===== config.mk =====
export PLATFORM = sky130hd
export DESIGN_NAME = arcade_shell
export DESIGN_NICKNAME = d
export VERILOG_FILES = /design/src/hdl/arcade_pkg.sv /design/src/hdl/key_buttons_if.sv /design/src/hdl/key_decoder.sv /design/src/hdl/input_mapper.sv /design/src/hdl/color_overlay.sv /design/src/hdl/audio_dac.sv /design/src/hdl/arcade_shell.sv
export SDC_FILE = /design/constraint.sdc
export NUM_CORES = 1
export LEC_CHECK = 0
export BUFFER_PORTS_ARGS = -buffer_cell sky130_fd_sc_hd__buf_2
export CAP_MARGIN = 25
export CORE_MARGIN = 2
export CORE_UTILIZATION = 45
export CTS_CLUSTER_DIAMETER = 200
export DETAILED_ROUTE_END_ITERATION = 6
export GPL_ROUTABILITY_DRIVEN = 0
export PLACE_DENSITY = 0.78
export SKIP_CTS_REPAIR_TIMING = 1
export SKIP_LAST_GASP = 1
export SYNTH_ARGS = -nofsm -noshare
export SYNTH_HDL_FRONTEND = slang
export SYNTH_SLANG_ARGS = --single-unit

===== constraint.sdc =====
create_clock -name clk_sys -period 2.1 [get_ports clk_sys]
set_clock_uncertainty 0.05 [all_clocks]
set_input_delay 0.105 -clock clk_sys [delete_from_list [all_inputs] [get_ports clk_sys]]
set_output_delay 0.105 -clock clk_sys [all_outputs]
set_load 0.02 [all_outputs]

===== src/hdl/arcade_pkg.sv =====
package arcade_pkg;

	// keyboard scan codes
	localparam logic [7:0] SC_UP     = 8'h75;
	localparam logic [7:0] SC_DOWN   = 8'h72;
	localparam logic [7:0] SC_LEFT   = 8'h6B;
	localparam logic [7:0] SC_RIGHT  = 8'h74;
	localparam logic [7:0] SC_COIN   = 8'h76; // esc
	localparam logic [7:0] SC_START1 = 8'h05; // f1
	localparam logic [7:0] SC_START2 = 8'h06; // f2
	localparam logic [7:0] SC_FIRE   = 8'h29; // space

	// status word bits from the osd menu
	localparam int ST_RESET       = 0;
	localparam int ST_ROTATE      = 2;
	localparam int ST_OVERLAY_OFF = 5;
	localparam int ST_RESET_MENU  = 6;

	// board button used as reset
	localparam int BTN_RESET = 1;

	// joystick bits
	localparam int JOY_RIGHT = 0;
	localparam int JOY_LEFT  = 1;
	localparam int JOY_DOWN  = 2;
	localparam int JOY_UP    = 3;
	localparam int JOY_FIRE  = 4;

	// pixel column counter
	localparam int COL_W = 9;

	// cellophane bands, in columns after hsync
	localparam logic [COL_W-1:0] OVL_GREEN_LO = 9'd16;
	localparam logic [COL_W-1:0] OVL_GREEN_HI = 9'd72;
	localparam logic [COL_W-1:0] OVL_RED_LO   = 9'd224;

	// game sound sample width
	localparam int AUDIO_W = 8;

endpackage


===== src/hdl/key_buttons_if.sv =====
`timescale 1ns/1ps

interface key_buttons_if;
	logic up;
	logic down;
	logic left;
	logic right;
	logic fire;
	logic coin;
	logic start1;
	logic start2;

	modport source (
		output up, down, left, right, fire, coin, start1, start2
	);

	modport sink (
		input up, down, left, right, fire, coin, start1, start2
	);
endinterface


===== src/hdl/key_decoder.sv =====
`timescale 1ns/1ps

module key_decoder import arcade_pkg::*; (
	input  logic                 clk_sys,
	input  logic                 reset,
	input  logic                 key_strobe,
	input  logic                 key_pressed,
	input  logic [7:0]           key_code,
	key_buttons_if.source        keys
);

	always_ff @(posedge clk_sys) begin
		if (reset) begin
			keys.up     <= 1'b0;
			keys.down   <= 1'b0;
			keys.left   <= 1'b0;
			keys.right  <= 1'b0;
			keys.fire   <= 1'b0;
			keys.coin   <= 1'b0;
			keys.start1 <= 1'b0;
			keys.start2 <= 1'b0;
		end else if (key_strobe) begin
			case (key_code)
				SC_UP:     keys.up     <= key_pressed;
				SC_DOWN:   keys.down   <= key_pressed;
				SC_LEFT:   keys.left   <= key_pressed;
				SC_RIGHT:  keys.right  <= key_pressed;
				SC_FIRE:   keys.fire   <= key_pressed;
				SC_COIN:   keys.coin   <= key_pressed;
				SC_START1: keys.start1 <= key_pressed;
				SC_START2: keys.start2 <= key_pressed;
				default: ; // other keys ignored
			endcase
		end
	end

	// user-io must present a clean code with every strobe
	a_code_known: assert property (
		@(posedge clk_sys) disable iff (reset)
		key_strobe |-> !$isunknown(key_code)
	);

endmodule


===== src/hdl/input_mapper.sv =====
`timescale 1ns/1ps

module input_mapper import arcade_pkg::*; (
	input  logic        clk_sys,
	input  logic        reset,
	key_buttons_if.sink keys,
	input  logic [7:0]  joystick_0,
	input  logic [7:0]  joystick_1,
	input  logic [31:0] status,
	input  logic [1:0]  buttons,
	output logic        ctl_up,
	output logic        ctl_down,
	output logic        ctl_left,
	output logic        ctl_right,
	output logic        ctl_fire,
	output logic        ctl_coin,
	output logic        ctl_start1,
	output logic        ctl_start2,
	output logic        game_reset
);

	logic phys_up, phys_down, phys_left, phys_right, phys_fire;
	logic rotate;

	assign phys_up    = keys.up    | joystick_0[JOY_UP]    | joystick_1[JOY_UP];
	assign phys_down  = keys.down  | joystick_0[JOY_DOWN]  | joystick_1[JOY_DOWN];
	assign phys_left  = keys.left  | joystick_0[JOY_LEFT]  | joystick_1[JOY_LEFT];
	assign phys_right = keys.right | joystick_0[JOY_RIGHT] | joystick_1[JOY_RIGHT];
	assign phys_fire  = keys.fire  | joystick_0[JOY_FIRE]  | joystick_1[JOY_FIRE];

	assign rotate = status[ST_ROTATE]; // set means no turn

	always_ff @(posedge clk_sys) begin
		if (reset) begin
			ctl_up     <= 1'b0;
			ctl_down   <= 1'b0;
			ctl_left   <= 1'b0;
			ctl_right  <= 1'b0;
			ctl_fire   <= 1'b0;
			ctl_coin   <= 1'b0;
			ctl_start1 <= 1'b0;
			ctl_start2 <= 1'b0;
			game_reset <= 1'b1;
		end else begin
			ctl_up     <= rotate ? phys_up    : phys_right; // turned monitor
			ctl_down   <= rotate ? phys_down  : phys_left;
			ctl_left   <= rotate ? phys_left  : phys_up;
			ctl_right  <= rotate ? phys_right : phys_down;
			ctl_fire   <= phys_fire;
			ctl_coin   <= keys.coin;
			ctl_start1 <= keys.start1;
			ctl_start2 <= keys.start2;
			game_reset <= status[ST_RESET] | status[ST_RESET_MENU] | buttons[BTN_RESET];
		end
	end

	// the core must come out of a board reset still held in reset
	a_reset_held: assert property (@(posedge clk_sys) reset |=> game_reset);

endmodule


===== src/hdl/color_overlay.sv =====
`timescale 1ns/1ps

module color_overlay import arcade_pkg::*; (
	input  logic clk_sys,
	input  logic reset,
	input  logic video,
	input  logic hsync,
	input  logic vsync,
	input  logic overlay_off,
	output logic vid_r,
	output logic vid_g,
	output logic vid_b,
	output logic vid_hs,
	output logic vid_vs
);

	logic [COL_W-1:0] col;
	logic             hs_prev;
	logic             hs_rise;
	logic             video_q;
	logic             in_green;
	logic             in_red;
	logic [2:0]       rgb; // r, g, b

	assign hs_rise = hsync & ~hs_prev;

	// column count from the start of the line
	always_ff @(posedge clk_sys) begin
		if (reset) begin
			hs_prev <= 1'b0;
			col     <= '0;
		end else begin
			hs_prev <= hsync;
			if (hs_rise)
				col <= '0;
			else if (col != {COL_W{1'b1}})
				col <= col + 1'b1; // hold at max
		end
	end

	assign in_green = (col >= OVL_GREEN_LO) && (col < OVL_GREEN_HI);
	assign in_red   = (col >= OVL_RED_LO);

	always_comb begin
		if (!video)
			rgb = 3'b000;
		else if (overlay_off)
			rgb = 3'b111;
		else if (in_green)
			rgb = 3'b010;
		else if (in_red)
			rgb = 3'b100;
		else
			rgb = 3'b111; // plain white strip
	end

	always_ff @(posedge clk_sys) begin
		if (reset) begin
			{vid_r, vid_g, vid_b} <= 3'b000;
			vid_hs  <= 1'b0;
			vid_vs  <= 1'b0;
			video_q <= 1'b0;
		end else begin
			{vid_r, vid_g, vid_b} <= rgb;
			vid_hs  <= hsync; // same delay as colour
			vid_vs  <= vsync;
			video_q <= video;
		end
	end

	a_black_when_off: assert property (
		@(posedge clk_sys) disable iff (reset)
		!video_q |-> !(vid_r | vid_g | vid_b)
	);

endmodule


===== src/hdl/audio_dac.sv =====
`timescale 1ns/1ps

module audio_dac import arcade_pkg::*; (
	input  logic               clk_sys,
	input  logic               reset,
	input  logic [AUDIO_W-1:0] audio,
	output logic               audio_out
);

	// top bit holds the carry of the last add
	logic [AUDIO_W:0] acc;
	logic [AUDIO_W:0] sum;

	// carry dropped before the next add
	assign sum = {1'b0, acc[AUDIO_W-1:0]} + {1'b0, audio};

	always_ff @(posedge clk_sys) begin
		if (reset)
			acc <= '0;
		else
			acc <= sum;
	end

	assign audio_out = acc[AUDIO_W]; // flop output

endmodule


===== src/hdl/arcade_shell.sv =====
`timescale 1ns/1ps

module arcade_shell import arcade_pkg::*; (
	input  logic               clk_sys,
	input  logic               reset,
	input  logic               key_strobe,
	input  logic               key_pressed,
	input  logic [7:0]         key_code,
	input  logic [7:0]         joystick_0,
	input  logic [7:0]         joystick_1,
	input  logic [31:0]        status,
	input  logic [1:0]         buttons,
	input  logic               video,
	input  logic               hsync,
	input  logic               vsync,
	input  logic [AUDIO_W-1:0] audio,
	output logic               ctl_up,
	output logic               ctl_down,
	output logic               ctl_left,
	output logic               ctl_right,
	output logic               ctl_fire,
	output logic               ctl_coin,
	output logic               ctl_start1,
	output logic               ctl_start2,
	output logic               game_reset,
	output logic               vid_r,
	output logic               vid_g,
	output logic               vid_b,
	output logic               vid_hs,
	output logic               vid_vs,
	output logic               audio_out
);

	key_buttons_if keys ();

	key_decoder u_key_decoder (
		.clk_sys     (clk_sys),
		.reset       (reset),
		.key_strobe  (key_strobe),
		.key_pressed (key_pressed),
		.key_code    (key_code),
		.keys        (keys.source)
	);

	input_mapper u_input_mapper (
		.clk_sys    (clk_sys),
		.reset      (reset),
		.keys       (keys.sink),
		.joystick_0 (joystick_0),
		.joystick_1 (joystick_1),
		.status     (status),
		.buttons    (buttons),
		.ctl_up     (ctl_up),
		.ctl_down   (ctl_down),
		.ctl_left   (ctl_left),
		.ctl_right  (ctl_right),
		.ctl_fire   (ctl_fire),
		.ctl_coin   (ctl_coin),
		.ctl_start1 (ctl_start1),
		.ctl_start2 (ctl_start2),
		.game_reset (game_reset)
	);

	color_overlay u_color_overlay (
		.clk_sys     (clk_sys),
		.reset       (reset),
		.video       (video),
		.hsync       (hsync),
		.vsync       (vsync),
		.overlay_off (status[ST_OVERLAY_OFF]), // osd "overlay off"
		.vid_r       (vid_r),
		.vid_g       (vid_g),
		.vid_b       (vid_b),
		.vid_hs      (vid_hs),
		.vid_vs      (vid_vs)
	);

	audio_dac u_audio_dac (
		.clk_sys   (clk_sys),
		.reset     (reset),
		.audio     (audio),
		.audio_out (audio_out)
	);

endmodule


* Word level (Yosys, flattened, before mapping)
Cells that the tools add are included.
Word-level totals: register bits 40
Operators by class: $add $sub $neg 2, $lt $le $gt $ge 3, equal/unequal tests 9, muxes and demuxes 7, bitwise gates (word level) 15, reductions and logical operators 11
Operators with widths (count):
- $eq 8x7->1 const B | 5
- $eq 8x3->1 const B | 2
- $reduce_and 2->1 | 8
- $or 1x1->1 | 12
- $add 8x8->9 | 1
- $add 9x1->9 const B | 1
- $ge 9x5->1 const B | 1
- $ge 9x8->1 const B | 1
- $lt 9x7->1 const B | 1
- $ne 9x9->1 const B | 1
- $eq 8x6->1 const B | 1
- $mux 3 | 2
- $mux 1 | 4
- $reduce_or 2->1 | 2
- $mux 2 | 1
- $not 1->1 | 2
- $and 1x1->1 | 1
- $logic_and 1x1->1 | 1

* Logic depth before layout (Yosys ltp)
Gate-level depths: netlist (run 1).
depth in word-level cells 4, gate-level depth with buffers 9

* By module
Synthesis (run 1) repeated with hierarchy kept, for this count alone.
Unflattened totals: cell total of the unflattened synthesis 197, area, all modules 1919.3 µm²
Modules (own cells, without submodules):
- color_overlay | instances 1, cells an instance 71, area each 654.4 µm²
- audio_dac | instances 1, cells an instance 54, area each 514.2 µm²
- key_decoder | instances 1, cells an instance 43, area each 432.9 µm²
- input_mapper | instances 1, cells an instance 29, area each 317.8 µm²

* Least setup slack after synthesis (run 1)
Ideal clock, no wire load.
path kind reg2reg, start reg u_color_overlay.col[0], end reg u_color_overlay.col[5], data arrival time 1689 ps, required time 1924 ps, path slack 235 ps, cell stages (with the launch flop) 10, path buffers 1, clock period less this slack 1865 ps, cell sequence dfxtp_1 ha_1 nand2_1 nor3_1 ha_1 clkbuf_1 and4b_1 nand3_1 xor2_1 nor2_1
On the way: longest elaborated chain between the ends 1, elaborated cells between the ends (all ways) 2
Ends and longest elaborated chain:
- start: declaration | line color_overlay.sv:17 | logic [COL_W-1:0] col;
- start signal: assignment | line color_overlay.sv:37 | col <= col + 1'b1;
- $add 9x1->9 / $ne 9x9->1 (equally long branches) | line color_overlay.sv:37, color_overlay.sv:36
Several ways; a longest one is shown, not always the timed one. A chain may end at the register's enable or synchronous reset.

* Worst setup path in the final report (run 1)
start reg u_audio_dac.acc[0], end reg u_audio_dac.acc[8]
On the way: longest elaborated chain between the ends 1
Ends and longest elaborated chain:
- start: declaration | line audio_dac.sv:11 | logic [AUDIO_W:0] acc;
- start signal: assignment | line audio_dac.sv:21 | acc <= sum;
- $add 8x8->9 | line audio_dac.sv:15 | assign sum = {1'b0, acc[AUDIO_W-1:0]} + {1'b0, audio};
No other way between the ends.

==> run summary, run 1 <==
The synthesized netlist contains 38 unique library cells. The tools report the core box area as 3940 um2. The worst setup path is of the flip-flop to flip-flop kind.

The flow ran to the end, and the final reports show no timing, DRC or antenna violations. For this block, the initial DRC count from the detailed router was 39. TritonCTS built the clock tree. Along the worst path, the maximum fanout reaches 3. Summing every instance area after synthesis gives 1820 um2. Total via count after detailed routing: 1513. The wire length per cell was 11.1 um. The switching power of the nets came out at 511 uW. The synthesized design contains 0 enable-type register cells. The filler cells instantiated in the layout total 345.

The worst IR drop on VDD was 0.576 mV; the number of non-filler instances in the completed layout was 301. The worst setup path is captured at a flip-flop. The run gives 88 as the count of pins on the block boundary. The H-tree was split into 2 levels. The worst setup path is launched from a flip-flop.

The logs give 0.448 for the part of the total power dissipated in sequential elements and 23 for the number of core rows. The worst-skew pair later-pin latency is 0.29 ns, and the floorplan die width is 67.5 um. Summed over all failing endpoints, the final setup total negative slack is 0 ns. Cell at the root of the clock tree: sky130_fd_sc_hd__clkbuf_8.

The all-layer global routing usage was 0.154; the wire length of the first global-routing pass was 5360 um. The register bit count reported by yosys is 40, and the layout net count is 335. The number of clock buffers added by TritonCTS is 5. For this design the static power due to leakage is 0.000975 uW. The min-delay analysis places its worst path in the category primary input to flip-flop. The run gives 1298 as the via count of the first global-routing pass. The detail route stage leaves a number of antenna-violating nets equal to 0. The arrival time of data at the critical path endpoint came out at 1.99 ns. The final wirelength is 3330 um. The shortest period the worst path allows is 1.86 ns. The area share of the leading cell type in the synthesized netlist works out to 0.441. Setup repair after global routing left no endpoint under its margin.

The run gives 2 as the clock tree buffer depth. The cell type with the highest aggregate area in the netlist was sky130_fd_sc_hd__dfxtp_1. Switching fraction of total power: 0.271.

In the final layout, the registers with the most flip-flops are u_audio_dac.acc x9, u_color_overlay.col x9. The combinational share of power was 0.226; the area added between synthesis and finish was 26.7%. The portion of total power attributed to the clock network is 0.326. After detailed placement, the total cell area comes to 2120 um2. The number of vias per cell after detailed routing was 5.03; the vertical die dimension was 67.5 um.

The logs give 0 for the hold violation count in the final report and 0 for the final antenna diode count. For the internal power summed over all cells, the log shows 1380 uW. The largest single stage delay on the critical path is 0.40 ns.

The post-route fraction of the period consumed by the critical path came out at 0.885. The starting utilization of the core area is 0.461. The ratio of total power to cell area was 820 nW/um2; the number of design rule violations left after detail routing was 0.

The detailed placement HPWL is 2370 um, and the post-synthesis sequential area ratio is 0.441. Port buffering added 52 buffers. Clock-pin slew was measured on the worst setup and hold paths at 0.08 ns. Max-cap violations in this run came to 0. The maximum number of pins on one net before global-route repair was 31. Synthesis produced a netlist with a net count of 275.

Counting every instance in the synthesized netlist gives 190. Leading register cell type out of synthesis: sky130_fd_sc_hd__dfxtp_1. For this design, the sink count on the clock tree is 40. The share of synthesized flip-flops with an asynchronous set or reset is 0.

Setup violations remaining at the end of the flow were counted as 0. The initial antenna violation count is 0, and the total placed cells including tap cells is 286. The count of warnings emitted by yosys was 0.

Counting instances in the post-synthesis netlist gives the leading cell types as sky130_fd_sc_hd__dfxtp_1, sky130_fd_sc_hd__nor2_1, sky130_fd_sc_hd__nor3_1. The detailed-router iteration count before antenna repair was 6. The required time of the critical path was 2.23 ns; the post-route cell area was 2300 um2.

By area the synthesized netlist is led by sky130_fd_sc_hd__dfxtp_1, sky130_fd_sc_hd__ha_1, sky130_fd_sc_hd__nor2_1, sky130_fd_sc_hd__mux2i_1, sky130_fd_sc_hd__nor3_1. For the pin with the worst max-slew slack, the measured transition is 0.553 ns. The slowest cell on the critical path is sky130_fd_sc_hd__fa_1.

Derived from the worst setup path, the maximum achievable clock frequency is 538 MHz. Averaged over all synthesized cells, the footprint is 9.56 um2. The run gives 0 as the final-report max-slew violation count.

The total grt overflow came out at 0. Hold timing on the final database bottoms out at a slack of 0.0523 ns. The run gives 4560 um2 as the die footprint. The critical path goes through ha_1 -> fa_1 -> a21o_1 -> a311oi_1 -> nor2_1 -> o31a_1.

The fraction of layout cells with a size suffix above 1 works out to 0.263. Relative slew slack: 0.631. sky130_fd_sc_hd__dfxtp_1 is the most common cell in the netlist.
-- cells by family after synthesis --
group,synth area share
muxes,0.0551
and+or+nand+nor,0.256
AOI/OAI and AO/OA,0.0930
DFF,0.441
buffers and inverters,0.0207
xor gates and xnor gates,0.0482
adders and majority gates,0.0868
-- area by class of cell --
type                    count  area (um2)  share of cell area
repair buffers             60         338               0.147
flip-flops and latches     40         801               0.348
well taps                  50        62.6              0.0272
clock buffers               5        68.8              0.0299
multi-input cells         140         978               0.425
inverters                   3        11.3             0.00489
clock inverters             3        42.5              0.0185
-- through the flow --
stage	total power [uW]	util	worst slack (ns)
final	1890	0.584	0.242
after floorplan	1170	-	0.235
after global routing	2000	0.584	0.126
after detailed placement	1280	0.538	0.257
after global placement	1260	0.538	0.241
after CTS	1890	0.566	0.229
-- power by group through the flow --
stage | clock, uW | sequential, uW | combinational, uW
after floorplan | 0 | 883 | 287
after global placement | 0 | 862 | 402
after detailed placement | 0 | 864 | 414
after CTS | 630 | 847 | 418
after global routing | 665 | 853 | 482
final | 615 | 846 | 426
-- layout by cell type, fill, tap and decap left out, types with 2 or more instances in the layout --
cell                            Yosys  layout
sky130_fd_sc_hd__buf_2              0      52
sky130_fd_sc_hd__dfxtp_1           40      40
sky130_fd_sc_hd__nor2_1            27      27
sky130_fd_sc_hd__nor3_1            16      16
sky130_fd_sc_hd__ha_1              11      11
sky130_fd_sc_hd__mux2i_1           10      10
sky130_fd_sc_hd__nor2b_1            8       8
sky130_fd_sc_hd__nor4_1             7       7
sky130_fd_sc_hd__dlygate4sd3_1      0       7
sky130_fd_sc_hd__nand2_1            5       5
sky130_fd_sc_hd__xor2_1             5       5
sky130_fd_sc_hd__xnor2_1            5       5
sky130_fd_sc_hd__a211oi_1           5       5
sky130_fd_sc_hd__clkbuf_8           0       5
sky130_fd_sc_hd__nand3_1            4       4
sky130_fd_sc_hd__a21o_1             4       4
sky130_fd_sc_hd__a21oi_1            4       4
sky130_fd_sc_hd__inv_1              3       3
sky130_fd_sc_hd__nand2b_1           3       3
sky130_fd_sc_hd__or4b_1             3       3
sky130_fd_sc_hd__nand4b_1           2       2
sky130_fd_sc_hd__a31o_2             2       2
sky130_fd_sc_hd__nand4bb_1          2       2
sky130_fd_sc_hd__o21ai_0            2       2
-- final timing paths --
| check | slack, ns | startpoint | cells after the start | end |
|---|---|---|---|---|
| hold / removal | 0.05 | video | 3 | u_color_overlay.vid_r |
| setup / recovery | 0.24 | u_audio_dac.acc[0] | 6 | u_audio_dac.acc[8] |
| hold reg to reg | 0.42 | u_key_decoder.keys.start2 | 1 | u_input_mapper.ctl_start2 |
| setup reg to reg | 0.24 | u_audio_dac.acc[0] | 6 | u_audio_dac.acc[8] |
-- layer usage --
metal,GRT usage,vias to the layer above,part of all wire
met1,0.185,676,0.45
met2,0.255,30,0.49
met3,0.0417,6,0.048
li1,-,801,-
met5,0,-,0
met4,0.0689,0,0.011
-- worst max-delay path, delay by kind of cell, from the launching register on --
family	cells	cell delay (ns)
AO/OA/AOI/OAI	3	0.70
adder cells (fa/ha/maj)	2	0.60
flip-flops	1	0.31
AND/OR/NAND/NOR	1	0.09
(Power assumes the default switching activity.)
==> inputs of run 2 (changes only) <==
--- a/config.mk
+++ b/config.mk
@@ -9,9 +9,11 @@
 export CAP_MARGIN = 25
 export CORE_MARGIN = 2
 export CORE_UTILIZATION = 45
+export CTS_BUF_LIST = sky130_fd_sc_hd__clkbuf_16
 export CTS_CLUSTER_DIAMETER = 200
 export DETAILED_ROUTE_END_ITERATION = 6
 export GPL_ROUTABILITY_DRIVEN = 0
+export GPL_TIMING_DRIVEN = 0
 export PLACE_DENSITY = 0.78
 export SKIP_CTS_REPAIR_TIMING = 1
 export SKIP_LAST_GASP = 1
==> run 2 against run 1 <==
The flow now finishes with violations (hold timing). Critical path depth is the same. Die area is the same. Global-route usage grew 1.7 points. Register-to-register slack lost 0.099 ns. Critical path type unchanged. Critical endpoint unchanged. Largest power group is now the clock network.
==> run summary, run 2 (synthesis results as in run 1) <==
The flow ran to the end, but the final reports show violations. The final reports fail on hold timing. The longest clock path from root to sink contains 2 buffers. After layout, the worst setup slack is 0.143 ns. Registers take 801 um2.

For this design the ratio of total power to cell area is 1000 nW/um2. The max-cap check violation count was 0; the number of input and output port buffers inserted was 50. The run gives 2.22 ns as the required time of the critical path. The die covers 4560 um2.

The run gives 0.461 as the starting utilization of the core area. The library cell used most frequently in the layout, excluding fill and tap cells, is sky130_fd_sc_hd__buf_2. For the hold violation count in the final report, the log shows 1.

The wire length per cell came out at 12.4 um. The startpoint type of the worst setup path is a flip-flop. The count of cell instances traversed by the critical path was 6.

Shortest period the worst path allows: 1.96 ns. Based on the critical path, the design can be clocked at up to 511 MHz. The library cells used most frequently in the layout, excluding fill and tap cells, are sky130_fd_sc_hd__buf_2, sky130_fd_sc_hd__dfxtp_1, sky130_fd_sc_hd__nor2_1, sky130_fd_sc_hd__nor3_1. The reg-to-reg setup timing slack was 0.14 ns. Maximum level of the CTS H-tree: 2. The layout net count is 334, and the post-route fraction of the period consumed by the critical path is 0.932. Share of the core filled with cells in the final layout: 0.602. Setup repair after global routing left no endpoint under its margin.

Transition time at the pin with the least slew margin: 0.476 ns. For this block, the initial DRC count from the detailed router was 50. For this run, the slowest stage of the critical path takes 0.40 ns. Cell at the root of the clock tree: sky130_fd_sc_hd__clkbuf_16. The floorplan has 23 rows.

Summing all multi-input logic gate instances after layout gives 981 um2. Broken down by cell family, the worst path's largest delay share belongs to compound AO/OA/AOI/OAI gates. Once detail routing completed, the nets flagged for antenna violations numbered 0. The end point of the critical path was u_audio_dac.acc[8]. Summed over all cells, the static leakage comes to 0.000997 uW.

The logs give 0.28 ns for the worst-skew pair later-pin latency and 3710 um for the final wirelength. The tools report the post-placement setup slack as 0.0129 ns. The signal on the critical path passes through ha_1 -> fa_1 -> a21o_1 -> a311oi_1 -> nor2_1 -> o31a_1. The tools report the clock sink count as 40.

The tools report the final-report max-slew violation count as 0. Using the TritonRoute via totals, the vias-per-cell ratio works out to 5.11. Summing internal, switching and leakage power gives 2380 uW. Of all nets on the critical path, the largest fanout is 3. The core box area came out at 3940 um2. The filler cell count in the final layout was 342; the vertical die dimension was 67.5 um. Tracing the worst setup path back leads to its startpoint at u_audio_dac.acc[0]. The largest registers in the layout are u_audio_dac.acc x9, u_color_overlay.col x9.

For the total setup violations reported at the end of the flow, the log shows 0. During I/O placement, the number of pins put on the boundary was 88. TritonCTS built the clock tree. The number of buffers inserted during clock tree synthesis is 5, and the relative slew slack is 0.682. The kind of capture point of the worst setup path was a flip-flop. The fraction of layout cells with a size suffix above 1 works out to 0.256. The startpoint identified for the worst register-to-register timing path is u_audio_dac.acc[0]. All-layer global routing usage: 0.171.

After legalization and detailed placement, the total HPWL measured 2620 um. At the worst endpoint, the arrival time is 2.08 ns. The number of design rule violations left after detail routing is 0. After global routing the overflow that remains totals 0. The area growth from synthesis to layout is 30.6%. In this run the worst hold path is classified as primary input to flip-flop. Excluding fillers, the count of instances in the completed layout stands at 300. Counting both buffers and inverters, the worst setup path holds a total of 0. In this run, placement finished with an instance count of 290. The final antenna diode count was 0; the final hold slack was -0.00740 ns. The first global-routing pass estimated 5800 um of wire.

The tools report the end of the worst register-to-register path as u_audio_dac.acc[8]. Kind of critical path: flip-flop to flip-flop. The tools report the initial antenna violation count as 0. The slowest stage of the critical path is the sky130_fd_sc_hd__fa_1 cell. IR analysis of the VDD net gives a maximum drop of 0.768 mV.

The path depth of the worst reg2reg path came out at 6. Summing over every cut layer, the via total after detailed routing is 1532. In this run the horizontal extent of the chip is 67.5 um.

The clock-pin slew on the worst setup and hold paths was 0.06 ns. The tools report the via count of the first global-routing pass as 1416. Entering global routing, the biggest net connects 14 pins. The first detailed-routing pass ran for 4 iterations.
==> run 2: worst min path at each step <==
| stage | end | cells past startpoint | slack (ns) | start |
|---|---|---|---|---|
| after floorplan | u_input_mapper.game_reset | 1 | 0.16 | buttons[1] |
| after global placement | u_input_mapper.game_reset | 2 | 0.24 | buttons[1] |
| after detailed placement | u_input_mapper.game_reset | 2 | 0.24 | buttons[1] |
| after CTS | u_input_mapper.game_reset | 2 | -0.05 | buttons[1] |
| after global routing | u_input_mapper.ctl_fire | 3 | 0.03 | joystick_0[4] |
| final | u_input_mapper.ctl_fire | 3 | -0.007 | joystick_1[4] |
==> run 2: power breakdown <==
part	switching (uW)	leakage [uW]	internal (uW)	total, uW
Clock	296	0.000104	801	1100
Combinational	238	0.000565	196	435
Sequential	20.8	0.000328	826	847
==> run 2: final cells by class <==
cell class | instances | area share
clock inverter | 3 | 0.0380
clock buffer | 5 | 0.0527
inverter | 3 | 0.00474
sequential | 40 | 0.337
buffer | 6 | 0.00949
timing repair buffer | 53 | 0.118
multi-input combinational | 140 | 0.413
tap | 50 | 0.0264
==> run 2: worst reg2reg max path, cell delays in order, from the launching register on <==
cell and delay, ns:
sky130_fd_sc_hd__dfxtp_1 0.30, sky130_fd_sc_hd__ha_1 0.20, sky130_fd_sc_hd__fa_1 0.40, sky130_fd_sc_hd__a21o_1 0.21
sky130_fd_sc_hd__a311oi_1 0.34, sky130_fd_sc_hd__nor2_1 0.11, sky130_fd_sc_hd__o31a_1 0.24
==> run 2: stage by stage <==
step / TNS, ns / cell area [um2] / hold slack, ns
after detailed placement: 0 / 2130 / 0.239
after global routing: 0 / 2370 / 0.0269
after CTS: -0.00349 / 2340 / -0.0547
final: 0 / 2370 / -0.00740
after floorplan: 0 / 1820 / 0.155
after global placement: 0 / 2130 / 0.236
==> run 2: per-layer routing <==
layer	wire length, um	GRT usage	vias up	part of all wire
li1	-	-	800	-
met1	1550	0.183	691	0.42
met2	1920	0.303	33	0.52
met3	163	0.0467	8	0.044
met4	69	0.0918	0	0.019
met5	0	0	-	0
